--- src/rtl/axil_single_params.svh ---
/*
 * Bus geometry for the single-register AXI4-Lite bridge.
 * Include wherever a width or count is needed; the guard makes
 * repeated includes harmless.
 */
`ifndef AXIL_SINGLE_PARAMS_SVH
`define AXIL_SINGLE_PARAMS_SVH

// Bus data width in bits
`define AXS_DW		32

// Bus address width in bits
`define AXS_AW		32

// Number of one-word peripherals behind the bridge
`define AXS_NS		8

// log2 of the response FIFO depth
`define AXS_LGFLEN	2

// Word index width, byte offset bits dropped
`define AXS_IW		(`AXS_AW - 2)

`endif

--- src/rtl/axil_single_pkg.sv ---
/*
 * Request, strobe and response types shared by the bridge paths
 * and the peripheral bank. Modules import it in their header.
 */
`include "axil_single_params.svh"

package axil_single_pkg;

	// AXI response codes
	localparam logic [1:0] RESP_OKAY   = 2'b00;
	localparam logic [1:0] RESP_DECERR = 2'b11;

	// Address channel request, word index only
	typedef struct packed {
		logic [`AXS_IW-1:0]	idx;
		logic [2:0]		prot;
	} aw_req_t;

	// Write data beat
	typedef struct packed {
		logic [`AXS_DW-1:0]	data;
		logic [`AXS_DW/8-1:0]	strb;
	} w_req_t;

	// Single-cycle write command toward the peripherals
	typedef struct packed {
		logic [`AXS_NS-1:0]	sel;
		logic [2:0]		prot;
		logic [`AXS_DW-1:0]	data;
		logic [`AXS_DW/8-1:0]	strb;
	} slv_wr_t;

	// Single-cycle read command toward the peripherals
	typedef struct packed {
		logic [`AXS_NS-1:0]	sel;
		logic [2:0]		prot;
	} slv_rd_t;

	// Responses from all peripherals, valid the cycle after a strobe
	typedef struct packed {
		logic [`AXS_NS-1:0][`AXS_DW-1:0]	data;
		logic [`AXS_NS-1:0][1:0]		wresp;
		logic [`AXS_NS-1:0][1:0]		rresp;
	} slv_rsp_t;

endpackage

--- src/rtl/skid_buffer.sv ---
/*
 * Valid/ready skid buffer. The upstream ready comes straight from a
 * register, a spare slot catches the beat that arrives while the
 * downstream stalls. OUTREG adds a registered output stage.
 */
`timescale 1ns/100ps

module skid_buffer #(
	parameter int DW = 8,
	parameter bit OUTREG = 1'b0
) (
	input  logic		S_AXI_ACLK,
	input  logic		S_AXI_ARESETN,
	input  logic		i_valid,
	output logic		o_ready,
	input  logic [DW-1:0]	i_data,
	output logic		o_valid,
	input  logic		i_ready,
	output logic [DW-1:0]	o_data
);

	// Spare slot
	logic		r_valid;
	logic [DW-1:0]	r_data;

	// Ready only depends on the spare slot being empty
	assign o_ready = !r_valid;

	always_ff @(posedge S_AXI_ACLK)
	begin
		if (!S_AXI_ARESETN)
			r_valid <= 1'b0;
		// Beat accepted while the output is stalled
		else if (i_valid && o_ready && o_valid && !i_ready)
			r_valid <= 1'b1;
		else if (i_ready)
			r_valid <= 1'b0;
	end

	// Spare data follows the input while the slot is free
	always_ff @(posedge S_AXI_ACLK)
	begin
		if (o_ready)
			r_data <= i_data;
	end

	generate
		if (OUTREG)
		begin : g_outreg
			logic		ro_valid;
			logic [DW-1:0]	ro_data;

			// Output stage loads when empty or when drained
			always_ff @(posedge S_AXI_ACLK)
			begin
				if (!S_AXI_ARESETN)
					ro_valid <= 1'b0;
				else if (!ro_valid || i_ready)
					ro_valid <= i_valid || r_valid;
			end

			// Spare slot has priority, it holds the older beat
			always_ff @(posedge S_AXI_ACLK)
			begin
				if (!ro_valid || i_ready)
					ro_data <= r_valid ? r_data : i_data;
			end

			assign o_valid = ro_valid;
			assign o_data  = ro_data;
		end
		else
		begin : g_comb
			// Pass-through unless the spare slot is busy
			assign o_valid = i_valid || r_valid;
			assign o_data  = r_valid ? r_data : i_data;
		end
	endgenerate

endmodule

--- src/rtl/resp_fifo.sv ---
/*
 * Synchronous FIFO for responses heading back to the master.
 * The head word is read combinationally and o_fill feeds the
 * reservation count of the owning path.
 */
`timescale 1ns/100ps

module resp_fifo #(
	parameter int BW = 2,
	parameter int LGFLEN = 2
) (
	input  logic		S_AXI_ACLK,
	input  logic		S_AXI_ARESETN,
	input  logic		i_wr,
	input  logic [BW-1:0]	i_data,
	input  logic		i_rd,
	output logic [BW-1:0]	o_data,
	output logic		o_empty,
	output logic [LGFLEN:0]	o_fill
);

	localparam int DEPTH = 1 << LGFLEN;

	// Response storage
	logic [BW-1:0]		mem [DEPTH];

	// Pointers carry one extra bit to tell full from empty
	logic [LGFLEN:0]	wr_ptr;
	logic [LGFLEN:0]	rd_ptr;
	logic			rd_en;

	// Never pop an empty FIFO
	assign rd_en = i_rd && !o_empty;

	always_ff @(posedge S_AXI_ACLK)
	begin
		if (i_wr)
			mem[wr_ptr[LGFLEN-1:0]] <= i_data;
	end

	always_ff @(posedge S_AXI_ACLK)
	begin
		if (!S_AXI_ARESETN)
		begin
			wr_ptr <= '0;
			rd_ptr <= '0;
		end
		else
		begin
			if (i_wr)
				wr_ptr <= wr_ptr + 1'b1;
			if (rd_en)
				rd_ptr <= rd_ptr + 1'b1;
		end
	end

	assign o_fill  = wr_ptr - rd_ptr;
	assign o_empty = (wr_ptr == rd_ptr);
	assign o_data  = mem[rd_ptr[LGFLEN-1:0]];

endmodule

--- src/rtl/single_write_path.sv ---
/*
 * Write half of the bridge. Joins AW and W, turns the word index into
 * a one-hot write strobe, picks the peripheral's wresp a cycle later
 * and queues it toward B. Handshake to BVALID is three cycles.
 */
`timescale 1ns/100ps
`include "axil_single_params.svh"

module single_write_path
	import axil_single_pkg::*;
(
	input  logic		S_AXI_ACLK,
	input  logic		S_AXI_ARESETN,
	input  logic		i_awvalid,
	output logic		o_awready,
	input  aw_req_t		i_aw,
	input  logic		i_wvalid,
	output logic		o_wready,
	input  w_req_t		i_w,
	output logic		o_bvalid,
	input  logic		i_bready,
	output logic [1:0]	o_bresp,
	output slv_wr_t		o_wr,
	input  slv_rsp_t	i_rsp
);

	localparam int LGNS  = $clog2(`AXS_NS);
	localparam int DEPTH = 1 << `AXS_LGFLEN;
	localparam int PW    = `AXS_LGFLEN + 2;

	// Strobe stage payload keeps the full index for the range check
	typedef struct packed {
		logic [`AXS_IW-1:0]	idx;
		slv_wr_t		wr;
	} wr_stage_t;

	logic			aw_valid, w_valid, accept, room;
	aw_req_t		aw_s;
	w_req_t			w_s;
	wr_stage_t		stage_in, stage;
	logic			stg_valid;
	logic			cap_valid;
	logic [`AXS_IW-1:0]	idx_q;
	logic [1:0]		bresp_in;
	logic			b_empty;
	logic [`AXS_LGFLEN:0]	b_fill;
	logic [PW-1:0]		pending;

	//////////////////////////////
	// Request side
	//////////////////////////////

	skid_buffer #(.DW($bits(aw_req_t)), .OUTREG(1'b0)) u_awskid (
		.S_AXI_ACLK, .S_AXI_ARESETN,
		.i_valid(i_awvalid), .o_ready(o_awready), .i_data(i_aw),
		.o_valid(aw_valid), .i_ready(accept), .o_data(aw_s)
	);

	skid_buffer #(.DW($bits(w_req_t)), .OUTREG(1'b0)) u_wskid (
		.S_AXI_ACLK, .S_AXI_ARESETN,
		.i_valid(i_wvalid), .o_ready(o_wready), .i_data(i_w),
		.o_valid(w_valid), .i_ready(accept), .o_data(w_s)
	);

	// FIFO fill plus the two pipeline stages must leave one slot free
	assign pending = PW'(b_fill) + PW'(stg_valid) + PW'(cap_valid);
	assign room    = (pending < PW'(DEPTH));

	// Both halves present and a response slot reserved
	assign accept = aw_valid && w_valid && room;

	// One-hot decode with an empty select when out of range
	always_comb
	begin
		stage_in.idx     = aw_s.idx;
		stage_in.wr.sel  = '0;
		if (aw_s.idx < `AXS_NS)
			stage_in.wr.sel[aw_s.idx[LGNS-1:0]] = 1'b1;
		stage_in.wr.prot = aw_s.prot;
		stage_in.wr.data = w_s.data;
		stage_in.wr.strb = w_s.strb;
	end

	// Registered strobe stage that never stalls
	skid_buffer #(.DW($bits(wr_stage_t)), .OUTREG(1'b1)) u_wout (
		.S_AXI_ACLK, .S_AXI_ARESETN,
		.i_valid(accept), .o_ready(), .i_data(stage_in),
		.o_valid(stg_valid), .i_ready(1'b1), .o_data(stage)
	);

	// Strobe lasts exactly the one cycle the stage is valid
	always_comb
	begin
		o_wr = stage.wr;
		if (!stg_valid)
			o_wr.sel = '0;
	end

	//////////////////////////////
	// Response side
	//////////////////////////////

	always_ff @(posedge S_AXI_ACLK)
	begin
		if (!S_AXI_ARESETN)
			cap_valid <= 1'b0;
		else
			cap_valid <= stg_valid;
	end

	// Index held for the capture cycle
	always_ff @(posedge S_AXI_ACLK)
	begin
		idx_q <= stage.idx;
	end

	assign bresp_in = (idx_q < `AXS_NS) ? i_rsp.wresp[idx_q[LGNS-1:0]] : RESP_DECERR;

	resp_fifo #(.BW(2), .LGFLEN(`AXS_LGFLEN)) u_bfifo (
		.S_AXI_ACLK, .S_AXI_ARESETN,
		.i_wr(cap_valid), .i_data(bresp_in),
		.i_rd(o_bvalid && i_bready), .o_data(o_bresp),
		.o_empty(b_empty), .o_fill(b_fill)
	);

	assign o_bvalid = !b_empty;

endmodule

--- src/rtl/single_read_path.sv ---
/*
 * Read half of the bridge. Same pipeline as the write path. The
 * capture cycle also takes the selected data word, or zero with
 * DECERR for an index past the last peripheral.
 */
`timescale 1ns/100ps
`include "axil_single_params.svh"

module single_read_path
	import axil_single_pkg::*;
(
	input  logic			S_AXI_ACLK,
	input  logic			S_AXI_ARESETN,
	input  logic			i_arvalid,
	output logic			o_arready,
	input  aw_req_t			i_ar,
	output logic			o_rvalid,
	input  logic			i_rready,
	output logic [`AXS_DW-1:0]	o_rdata,
	output logic [1:0]		o_rresp,
	output slv_rd_t			o_rd,
	input  slv_rsp_t		i_rsp
);

	localparam int LGNS  = $clog2(`AXS_NS);
	localparam int DEPTH = 1 << `AXS_LGFLEN;
	localparam int PW    = `AXS_LGFLEN + 2;

	typedef struct packed {
		logic [`AXS_IW-1:0]	idx;
		slv_rd_t		rd;
	} rd_stage_t;

	logic			ar_valid, accept, room;
	aw_req_t		ar_s;
	rd_stage_t		stage_in, stage;
	logic			stg_valid;
	logic			cap_valid;
	logic [`AXS_IW-1:0]	idx_q;
	logic [`AXS_DW+1:0]	r_in, r_out;
	logic			r_empty;
	logic [`AXS_LGFLEN:0]	r_fill;
	logic [PW-1:0]		pending;

	skid_buffer #(.DW($bits(aw_req_t)), .OUTREG(1'b0)) u_arskid (
		.S_AXI_ACLK, .S_AXI_ARESETN,
		.i_valid(i_arvalid), .o_ready(o_arready), .i_data(i_ar),
		.o_valid(ar_valid), .i_ready(accept), .o_data(ar_s)
	);

	// Reserve a FIFO slot for everything still in the pipe
	assign pending = PW'(r_fill) + PW'(stg_valid) + PW'(cap_valid);
	assign room    = (pending < PW'(DEPTH));
	assign accept  = ar_valid && room;

	always_comb
	begin
		stage_in.idx     = ar_s.idx;
		stage_in.rd.sel  = '0;
		if (ar_s.idx < `AXS_NS)
			stage_in.rd.sel[ar_s.idx[LGNS-1:0]] = 1'b1;
		stage_in.rd.prot = ar_s.prot;
	end

	skid_buffer #(.DW($bits(rd_stage_t)), .OUTREG(1'b1)) u_rout (
		.S_AXI_ACLK, .S_AXI_ARESETN,
		.i_valid(accept), .o_ready(), .i_data(stage_in),
		.o_valid(stg_valid), .i_ready(1'b1), .o_data(stage)
	);

	// Gate the select so it is a single-cycle pulse
	always_comb
	begin
		o_rd = stage.rd;
		if (!stg_valid)
			o_rd.sel = '0;
	end

	always_ff @(posedge S_AXI_ACLK)
	begin
		if (!S_AXI_ARESETN)
			cap_valid <= 1'b0;
		else
			cap_valid <= stg_valid;
	end

	always_ff @(posedge S_AXI_ACLK)
	begin
		idx_q <= stage.idx;
	end

	// Data word in the high bits and response in the low bits
	always_comb
	begin
		if (idx_q < `AXS_NS)
			r_in = {i_rsp.data[idx_q[LGNS-1:0]], i_rsp.rresp[idx_q[LGNS-1:0]]};
		else
			r_in = {{`AXS_DW{1'b0}}, RESP_DECERR};
	end

	resp_fifo #(.BW(`AXS_DW + 2), .LGFLEN(`AXS_LGFLEN)) u_rfifo (
		.S_AXI_ACLK, .S_AXI_ARESETN,
		.i_wr(cap_valid), .i_data(r_in),
		.i_rd(o_rvalid && i_rready), .o_data(r_out),
		.o_empty(r_empty), .o_fill(r_fill)
	);

	assign o_rvalid = !r_empty;
	assign {o_rdata, o_rresp} = r_out;

endmodule

--- src/rtl/reg_slave_bank.sv ---
/*
 * Bank of one-word peripherals in their plainest form. A write strobe
 * updates the enabled bytes, a read strobe latches the word for the
 * next cycle. Responses are always OKAY.
 */
`timescale 1ns/100ps
`include "axil_single_params.svh"

module reg_slave_bank
	import axil_single_pkg::*;
(
	input  logic		S_AXI_ACLK,
	input  logic		S_AXI_ARESETN,
	input  slv_wr_t		i_wr,
	input  slv_rd_t		i_rd,
	output slv_rsp_t	o_rsp
);

	// One word per peripheral
	logic [`AXS_NS-1:0][`AXS_DW-1:0]	regs;

	// Read data, valid the cycle after the read strobe
	logic [`AXS_NS-1:0][`AXS_DW-1:0]	rd_data;

	always_ff @(posedge S_AXI_ACLK)
	begin
		if (!S_AXI_ARESETN)
			regs <= '0;
		else
		begin
			for (int i = 0; i < `AXS_NS; i++)
			begin
				for (int b = 0; b < `AXS_DW/8; b++)
				begin
					// Byte lane update under strobe
					if (i_wr.sel[i] && i_wr.strb[b])
						regs[i][8*b +: 8] <= i_wr.data[8*b +: 8];
				end
			end
		end
	end

	always_ff @(posedge S_AXI_ACLK)
	begin
		for (int i = 0; i < `AXS_NS; i++)
		begin
			if (i_rd.sel[i])
				rd_data[i] <= regs[i];
		end
	end

	always_comb
	begin
		o_rsp.data = rd_data;
		for (int i = 0; i < `AXS_NS; i++)
		begin
			o_rsp.wresp[i] = RESP_OKAY;
			o_rsp.rresp[i] = RESP_OKAY;
		end
	end

endmodule

--- src/rtl/axil_single_top.sv ---
/*
 * AXI4-Lite slave port for a bank of one-word peripherals.
 * Wires the write path, read path and register bank together.
 */
`timescale 1ns/100ps
`include "axil_single_params.svh"

module axil_single_top
	import axil_single_pkg::*;
(
	input  logic			S_AXI_ACLK,
	input  logic			S_AXI_ARESETN,
	input  logic			i_awvalid,
	output logic			o_awready,
	input  logic [`AXS_AW-1:0]	i_awaddr,
	input  logic [2:0]		i_awprot,
	input  logic			i_wvalid,
	output logic			o_wready,
	input  logic [`AXS_DW-1:0]	i_wdata,
	input  logic [`AXS_DW/8-1:0]	i_wstrb,
	output logic			o_bvalid,
	input  logic			i_bready,
	output logic [1:0]		o_bresp,
	input  logic			i_arvalid,
	output logic			o_arready,
	input  logic [`AXS_AW-1:0]	i_araddr,
	input  logic [2:0]		i_arprot,
	output logic			o_rvalid,
	input  logic			i_rready,
	output logic [`AXS_DW-1:0]	o_rdata,
	output logic [1:0]		o_rresp
);

	aw_req_t	aw, ar;
	w_req_t		w;
	slv_wr_t	wr;
	slv_rd_t	rd;
	slv_rsp_t	rsp;

	// Word index only, byte offset bits are dropped
	assign aw = '{idx: i_awaddr[`AXS_AW-1:2], prot: i_awprot};
	assign ar = '{idx: i_araddr[`AXS_AW-1:2], prot: i_arprot};
	assign w  = '{data: i_wdata, strb: i_wstrb};

	single_write_path u_wr (
		.S_AXI_ACLK, .S_AXI_ARESETN,
		.i_awvalid, .o_awready, .i_aw(aw),
		.i_wvalid, .o_wready, .i_w(w),
		.o_bvalid, .i_bready, .o_bresp,
		.o_wr(wr), .i_rsp(rsp)
	);

	single_read_path u_rd (
		.S_AXI_ACLK, .S_AXI_ARESETN,
		.i_arvalid, .o_arready, .i_ar(ar),
		.o_rvalid, .i_rready, .o_rdata, .o_rresp,
		.o_rd(rd), .i_rsp(rsp)
	);

	reg_slave_bank u_bank (
		.S_AXI_ACLK, .S_AXI_ARESETN,
		.i_wr(wr), .i_rd(rd), .o_rsp(rsp)
	);

endmodule

--- config.mk ---
export PLATFORM = sky130hd
export DESIGN_NAME = axil_single_top
export DESIGN_NICKNAME = d
export VERILOG_FILES = /design/src/rtl/axil_single_pkg.sv /design/src/rtl/skid_buffer.sv /design/src/rtl/resp_fifo.sv /design/src/rtl/single_write_path.sv /design/src/rtl/single_read_path.sv /design/src/rtl/reg_slave_bank.sv /design/src/rtl/axil_single_top.sv
export VERILOG_INCLUDE_DIRS = /design/src /design/src/rtl
export SDC_FILE = /design/constraint.sdc
export NUM_CORES = 1
export LEC_CHECK = 0
export BUFFER_PORTS_ARGS = -buffer_cell sky130_fd_sc_hd__buf_2
export CORE_ASPECT_RATIO = 0.6
export CORE_MARGIN = 2
export CORE_UTILIZATION = 50
export CTS_CLUSTER_SIZE = 16
export DETAILED_ROUTE_END_ITERATION = 6
export PLACE_DENSITY = 0.67
export SLEW_MARGIN = 10
export SYNTH_ARGS = -nofsm -noshare
export SYNTH_HDL_FRONTEND = slang
export SYNTH_SLANG_ARGS = --single-unit
export TNS_END_PERCENT = 100
--- constraint.sdc ---
create_clock -name S_AXI_ACLK -period 2.75 [get_ports S_AXI_ACLK]
set_clock_uncertainty 0.1 [all_clocks]
set_input_delay 0.55 -clock S_AXI_ACLK [delete_from_list [all_inputs] [get_ports S_AXI_ACLK]]
set_output_delay 0.55 -clock S_AXI_ACLK [all_outputs]
set_load 0.01 [all_outputs]
; Yosys cells after proc, flatten, opt, wreduce, memory -nomap -nowiden
; Memory sizes are Yosys's and may differ from the RTL's. A register that Yosys moved wholly into a read port is not among the register bits.
; Cells that the tools add are included.
; W data, S select, Z words.
[op_classes]
mux = 28
n_eq_ne = 2
magnitude_cmp = 12
n_reduce_logical = 63
n_addsub = 10
[ops]
columns = op, n
row1 = $lt A30 B4 Y1 const B, 4
row2 = $bmux W32 S3, 1
row3 = $mux W33, 2
row4 = $logic_and A1 B1 Y1, 50
row5 = $mux W36, 1
row6 = $mux W34, 1
row7 = $mux W32, 1
row8 = $lt A3 B4 Y1 const B, 4
row9 = $mux W8, 2
row10 = $mux W2, 7
row11 = $add A3 B1 Y3 const B, 4
row12 = $mux W1, 11
row13 = $add A3 B1 Y4, 2
row14 = $add A4 B1 Y4, 2
row15 = $lt A4 B3 Y1 const B, 2
row16 = $logic_not A1 Y1, 7
row17 = $demux W1 S3, 2
row18 = $eq A3 B3 Y1, 2
row19 = $ge A3 B1 Y1 const B, 2
row20 = $reduce_bool A2 Y1, 3
row21 = $sub A3 B3 Y3, 2
row22 = $logic_or A1 B1 Y1, 3
[word_totals]
ff_bits = 778
mem_bits_rw = 144
n_memories = 4
rom_bits = 32
elab_cells = 179
output_inout_bits = 41
[mem_list]
columns = memory, words, width, read_ports, rd_clocked_by_memory_dff, wr, line_no
row1 = u_rd.u_rfifo.mem, 4, 34, 1, 1, 1, resp_fifo.sv:25  ; logic [BW-1:0] mem [DEPTH];
row2 = (name not given), 8, 2, 1, 1, 0, single_read_path.sv:96  ; r_in = {i_rsp.data[idx_q[LGNS-1:0]], i_rsp.rresp[idx_q[LGNS-1:0]]};
row3 = (name not given), 8, 2, 1, 1, 0, single_write_path.sv:117  ; assign bresp_in = (idx_q < `AXS_NS) ? i_rsp.wresp[idx_q[LGNS-1:0]] : RESP_DECERR;
row4 = u_wr.u_bfifo.mem, 4, 2, 1, 1, 1, resp_fifo.sv:25

; Logic depth before layout (Yosys ltp)
[logic_depth]
word_depth = 8
depth_mapped = 8
mapped_depth_nobuf = 8

; Modules after synthesis
; Synthesis repeated with hierarchy kept, for this count alone.
[unflattened]
hier_cells = 2402
area_unflattened_um2 = 39590.5
[modules_own_cells]
columns = mod, seq_area_each_um2, cells_each, n_inst, area_each_um2
row1 = reg_slave_bank, 12812.3, 1157, 1, 17239.0
row2 = resp_fifo (u_rd.u_rfifo), 4244.1, 232, 1, 5456.5
row3 = skid_buffer (u_wr.u_wout), 3893.7, 248, 1, 5255.0
row4 = single_read_path, 620.6, 247, 1, 3158.0
row5 = skid_buffer (u_rd.u_rout), 2092.0, 136, 1, 2817.7
row6 = skid_buffer (u_rd.u_arskid ...), 680.7, 74, 2, 1253.7
row7 = skid_buffer (u_wr.u_wskid), 740.7, 80, 1, 1275.0
row8 = single_write_path, 620.6, 91, 1, 1083.5
row9 = resp_fifo (u_wr.u_bfifo), 400.4, 63, 1, 798.3

; Worst setup path before layout
; Ideal clock, no wire load.
[synth_path]
path_kind = register to output
from = reg with a tool-made name
to = out o_rdata[10]
t_required_ns = 2.100
arrival_time_ns = 1.439
path_stages_with_launch = 4
path_slack_ns = 0.661
cell_sequence = dfxtp_1 clkbuf_1 buf_2 mux4_2
[synth_lines]
columns = element, line_no
row1 = to (decl), axil_single_top.sv:30  ; output logic [`AXS_DW-1:0] o_rdata,

==> impl_metrics.toml <==
[global_routing]
grt_pass1_vias = 18090
grt_busiest_layer = "met2"
antenna_found_initial = 1
grt_pass1_wl_mm = 107.3
gr-usage-met3_pct = 4.554
grt.overflow.total = 0
grt_use_met2_pct = 35.57
grtUsageTotal_pct = 22.81
use_met1_pct = 32.73
grt_max_degree = 88

[pwr]
peakVddDrop_uv = 456.7
p_leak_uw = 0.01192
power_density_nw_per_um2 = 739.3

[route]
routed_wire_length_per_instance_um = 22.03
via_per_inst = 5.686
drc_errors = 0
ant_nets = 0
firstDrtPassIters = 5
drt_iter0_drc = 1995
vias = 18240
drt_wl_total_mm = 70.64

[placement]
dp_hpwl_mm = 44.09
portBuffers = 143
gp_congestion = 0.7951
dpl_cell_area_um2 = 31820

[critical_path]
r2r-end = "u_rd.u_rfifo.mem[1][9]"
r2r_cells = 3
r2r_start = "u_rd.idx_q[1]"
cp-end-kind = "output port"
critPathLaunchType = "flop"
cp_data_required_time_ps = 2100
crit_fanout = 16
rrSetupSlack_ps = 500
crit_end = "o_rdata[0]"
crit_type = "reg -> out"
worstPathArrival_ps = 2010

[clock_tree]
clock_sink_count = 840
clock_latency_ps = 620
root_buffer = "clkbuf_16"
numCtsBuffers = 75
cts_htree_levels = 3
clockBufferDepth = 3
cts_tree = "built"
path_clk_slew_ps = 60

[cells_and_area]
areaGrowthSynthToFinish_pct = 15.54
finalNetCount = 2496
drive_gt1_share_pct = 21.19
fillers = 4533
finalInstanceArea_um2 = 34700
diodes = 0

[synth]
yosysTopAreaCell = "edfxtp_1"
synth_flop_cell = "edfxtp_1"
synth_cells = 2185
ys_top_cells_by_area = "edfxtp_1 43%, dfxtp_1 27%, mux4_2 7.3%, nand3_1 3.8%, a21oi_1 3.8%"
yosysMostFrequentCell = "edfxtp_1"
synth_seq_area_share_pct = 70.25
synth.distinct_cells = 41
async_flop_share_pct = 0
ys.warnings.count = 0
synth_edf_count = 428
avgSynthCellArea_um2 = 13.75
netlist_area_um2 = 30040
yosysTopAreaCellShare_pct = 42.79
ys_seq_elements = 840
synth_fp_nets = 2316
synth_common_cells = "428 x edfxtp_1, 412 x dfxtp_1, 259 x nand2_1"

[timing]
worst-slew-pin-transition_ps = 951.8
period_minus_slack_ps = 2664
max_slew_margin_pct = 35.71
rsz0062_at_grt = "no"
finalHoldViolCount = 0
setup_tns_ps = 0
slew_violations = 0
setup_viol = 0
fin_crit_sh_pct = 96.86
fmax_mhz = 375.4

[job]
cap_viol_max_count = 0

[floorplan]
start_util_pct = 50.64
core_area_um2 = 59310
die_x_um = 320.4
die_area_um2 = 62110
ioPinCount = 154
die_height_um = 193.9
rows = 69

[status]
status = "completed"

[min_path]
hold_path.class = "in -> reg"
power by group:
group	internal (uW)	switching, uW	total, uW
Combinational	781	773	1550
Clock	5960	4460	10400
Sequential	13400	317	13700
sequential cells by signal, indices dropped and copies added, names as in the netlist, named ones only:
| name | cells |
|---|---|
| u_rd.u_rout.o_data | 38 |
| u_wr.u_bfifo.rd_ptr | 3 |
| u_rd.u_rfifo.rd_ptr | 3 |
| u_rd.u_rfifo.wr_ptr | 3 |
| u_rd.cap_valid | 1 |
| u_wr.u_wskid.r_valid | 1 |
| u_rd.idx_q | 30 |
| u_wr.u_awskid.r_valid | 1 |
| u_rd.u_arskid.r_valid | 1 |
| u_bank.o_rsp | 256 |
| u_bank.regs | 256 |
| u_rd.u_rout.o_valid | 1 |
| u_wr.u_wout.o_valid | 1 |
| u_wr.u_bfifo.wr_ptr | 3 |
| u_wr.u_bfifo.mem | 4 |
| u_wr.idx_q | 27 |
| u_wr.u_wskid.r_data | 35 |
| u_wr.u_wout.o_data | 10 |
| u_wr.cap_valid | 1 |
| u_wr.u_awskid.r_data | 29 |
| u_rd.u_rfifo.mem | 132 |
per-layer routing:
metal  vias to the layer above  share of wire, %
li1                       8352                 -
met2                       737                46
met1                      9032                44
met5                         -                 0
met3                       115               8.2
met4                         0               2.3
logic make-up after synthesis:
kind of cell,share of synthesized area [%]
AO/OA/AOI/OAI,4.236
AND/OR/NAND/NOR,10.19
adder cells (fa/ha/maj),0.7998
multiplexers,11.86
flip-flops,70.25
XOR/XNOR,0.3957
buffers and inverters,2.266
final cells by class:
cell class	instances	area, um2	share of cell area [%]
Multi-Input combinational cell	1175	8264	23.81
Sequential cell	840	21110	60.82
Clock inverter	22	191.4	0.5516
Clock buffer	116	2258	6.508
Inverter	13	56.30	0.1622
Tap cell	781	977.2	2.816
Timing Repair Buffer	260	1849	5.329
critical path, cell delays in order (launching register included):
cell	delay (ps)
dfxtp_2	370
bufbuf_16	340
mux4_2	530
buf_2	160
cells in the final DEF (no fill, tap or decap), drive strengths merged, types with 3 or more instances in the layout:
master,Yosys,routed
mux2i,68,68
xnor2,5,5
clkinv,0,17
and2,22,22
mux4,98,98
and3,4,4
dfxtp,412,412
edfxtp,428,428
nand3b,4,4
inv,13,15
nand3,230,230
nand4,4,4
nand2,259,259
a21oi,226,226
xor2,6,6
nor2,90,90
or4,4,4
o21ai,5,5
nor3,8,8
mux2,60,60
buf,33,227
bufinv,0,3
ha,16,16
o211ai,3,3
nor4,44,44
clkbuf,124,116
dlygate4sd3,0,32
stage by stage:
stage | power, uW | utilization, % | instances | setup WS (ps) | hold WS (ps)
2_1_floorplan | 14780 | - | 2185 | 661.2 | 225.7
3_3_place_gp | 15380 | 53.65 | 3027 | 515.0 | 251.0
3_5_place_dp | 15410 | 53.65 | 3027 | 490.2 | 255.1
4_1_cts | 25780 | 58.38 | 3198 | 15.48 | 0.2692
5_1_grt | 26470 | 58.51 | 3207 | 12.90 | 2.378
6_report | 25660 | 58.51 | 3207 | 86.25 | 22.32
repair_timing:
item | CTS | global route
gates resized for setup | 0 | 0
setup endpoints to repair | 2 | 2
cloned | 1 | 0
hold buffers | 32 | 0
endpoints found under the hold margin | 32 | 0
setup buffers | 0 | 9
how the worst min path moves through the flow:
| stage | start | end | slack (ps) | cells after the start |
|---|---|---|---|---|
| CTS | i_wdata[5] | u_wr.u_wskid.r_data[9] | 0.3 | 1 |
| global placement | u_rd.u_rout.o_data[30] | u_rd.idx_q[19] | 250 | 0 |
| finish | i_wdata[20] | u_wr.u_wskid.r_data[24] | 20 | 1 |
| floorplan | u_rd.u_rout.o_data[11] | u_rd.idx_q[0] | 230 | 0 |
| detailed placement | u_rd.u_rout.o_data[12] | u_rd.idx_q[1] | 260 | 0 |
| global route | i_wdata[20] | u_wr.u_wskid.r_data[24] | 2 | 1 |
Note: power is estimated with default switching activity, not from simulation.
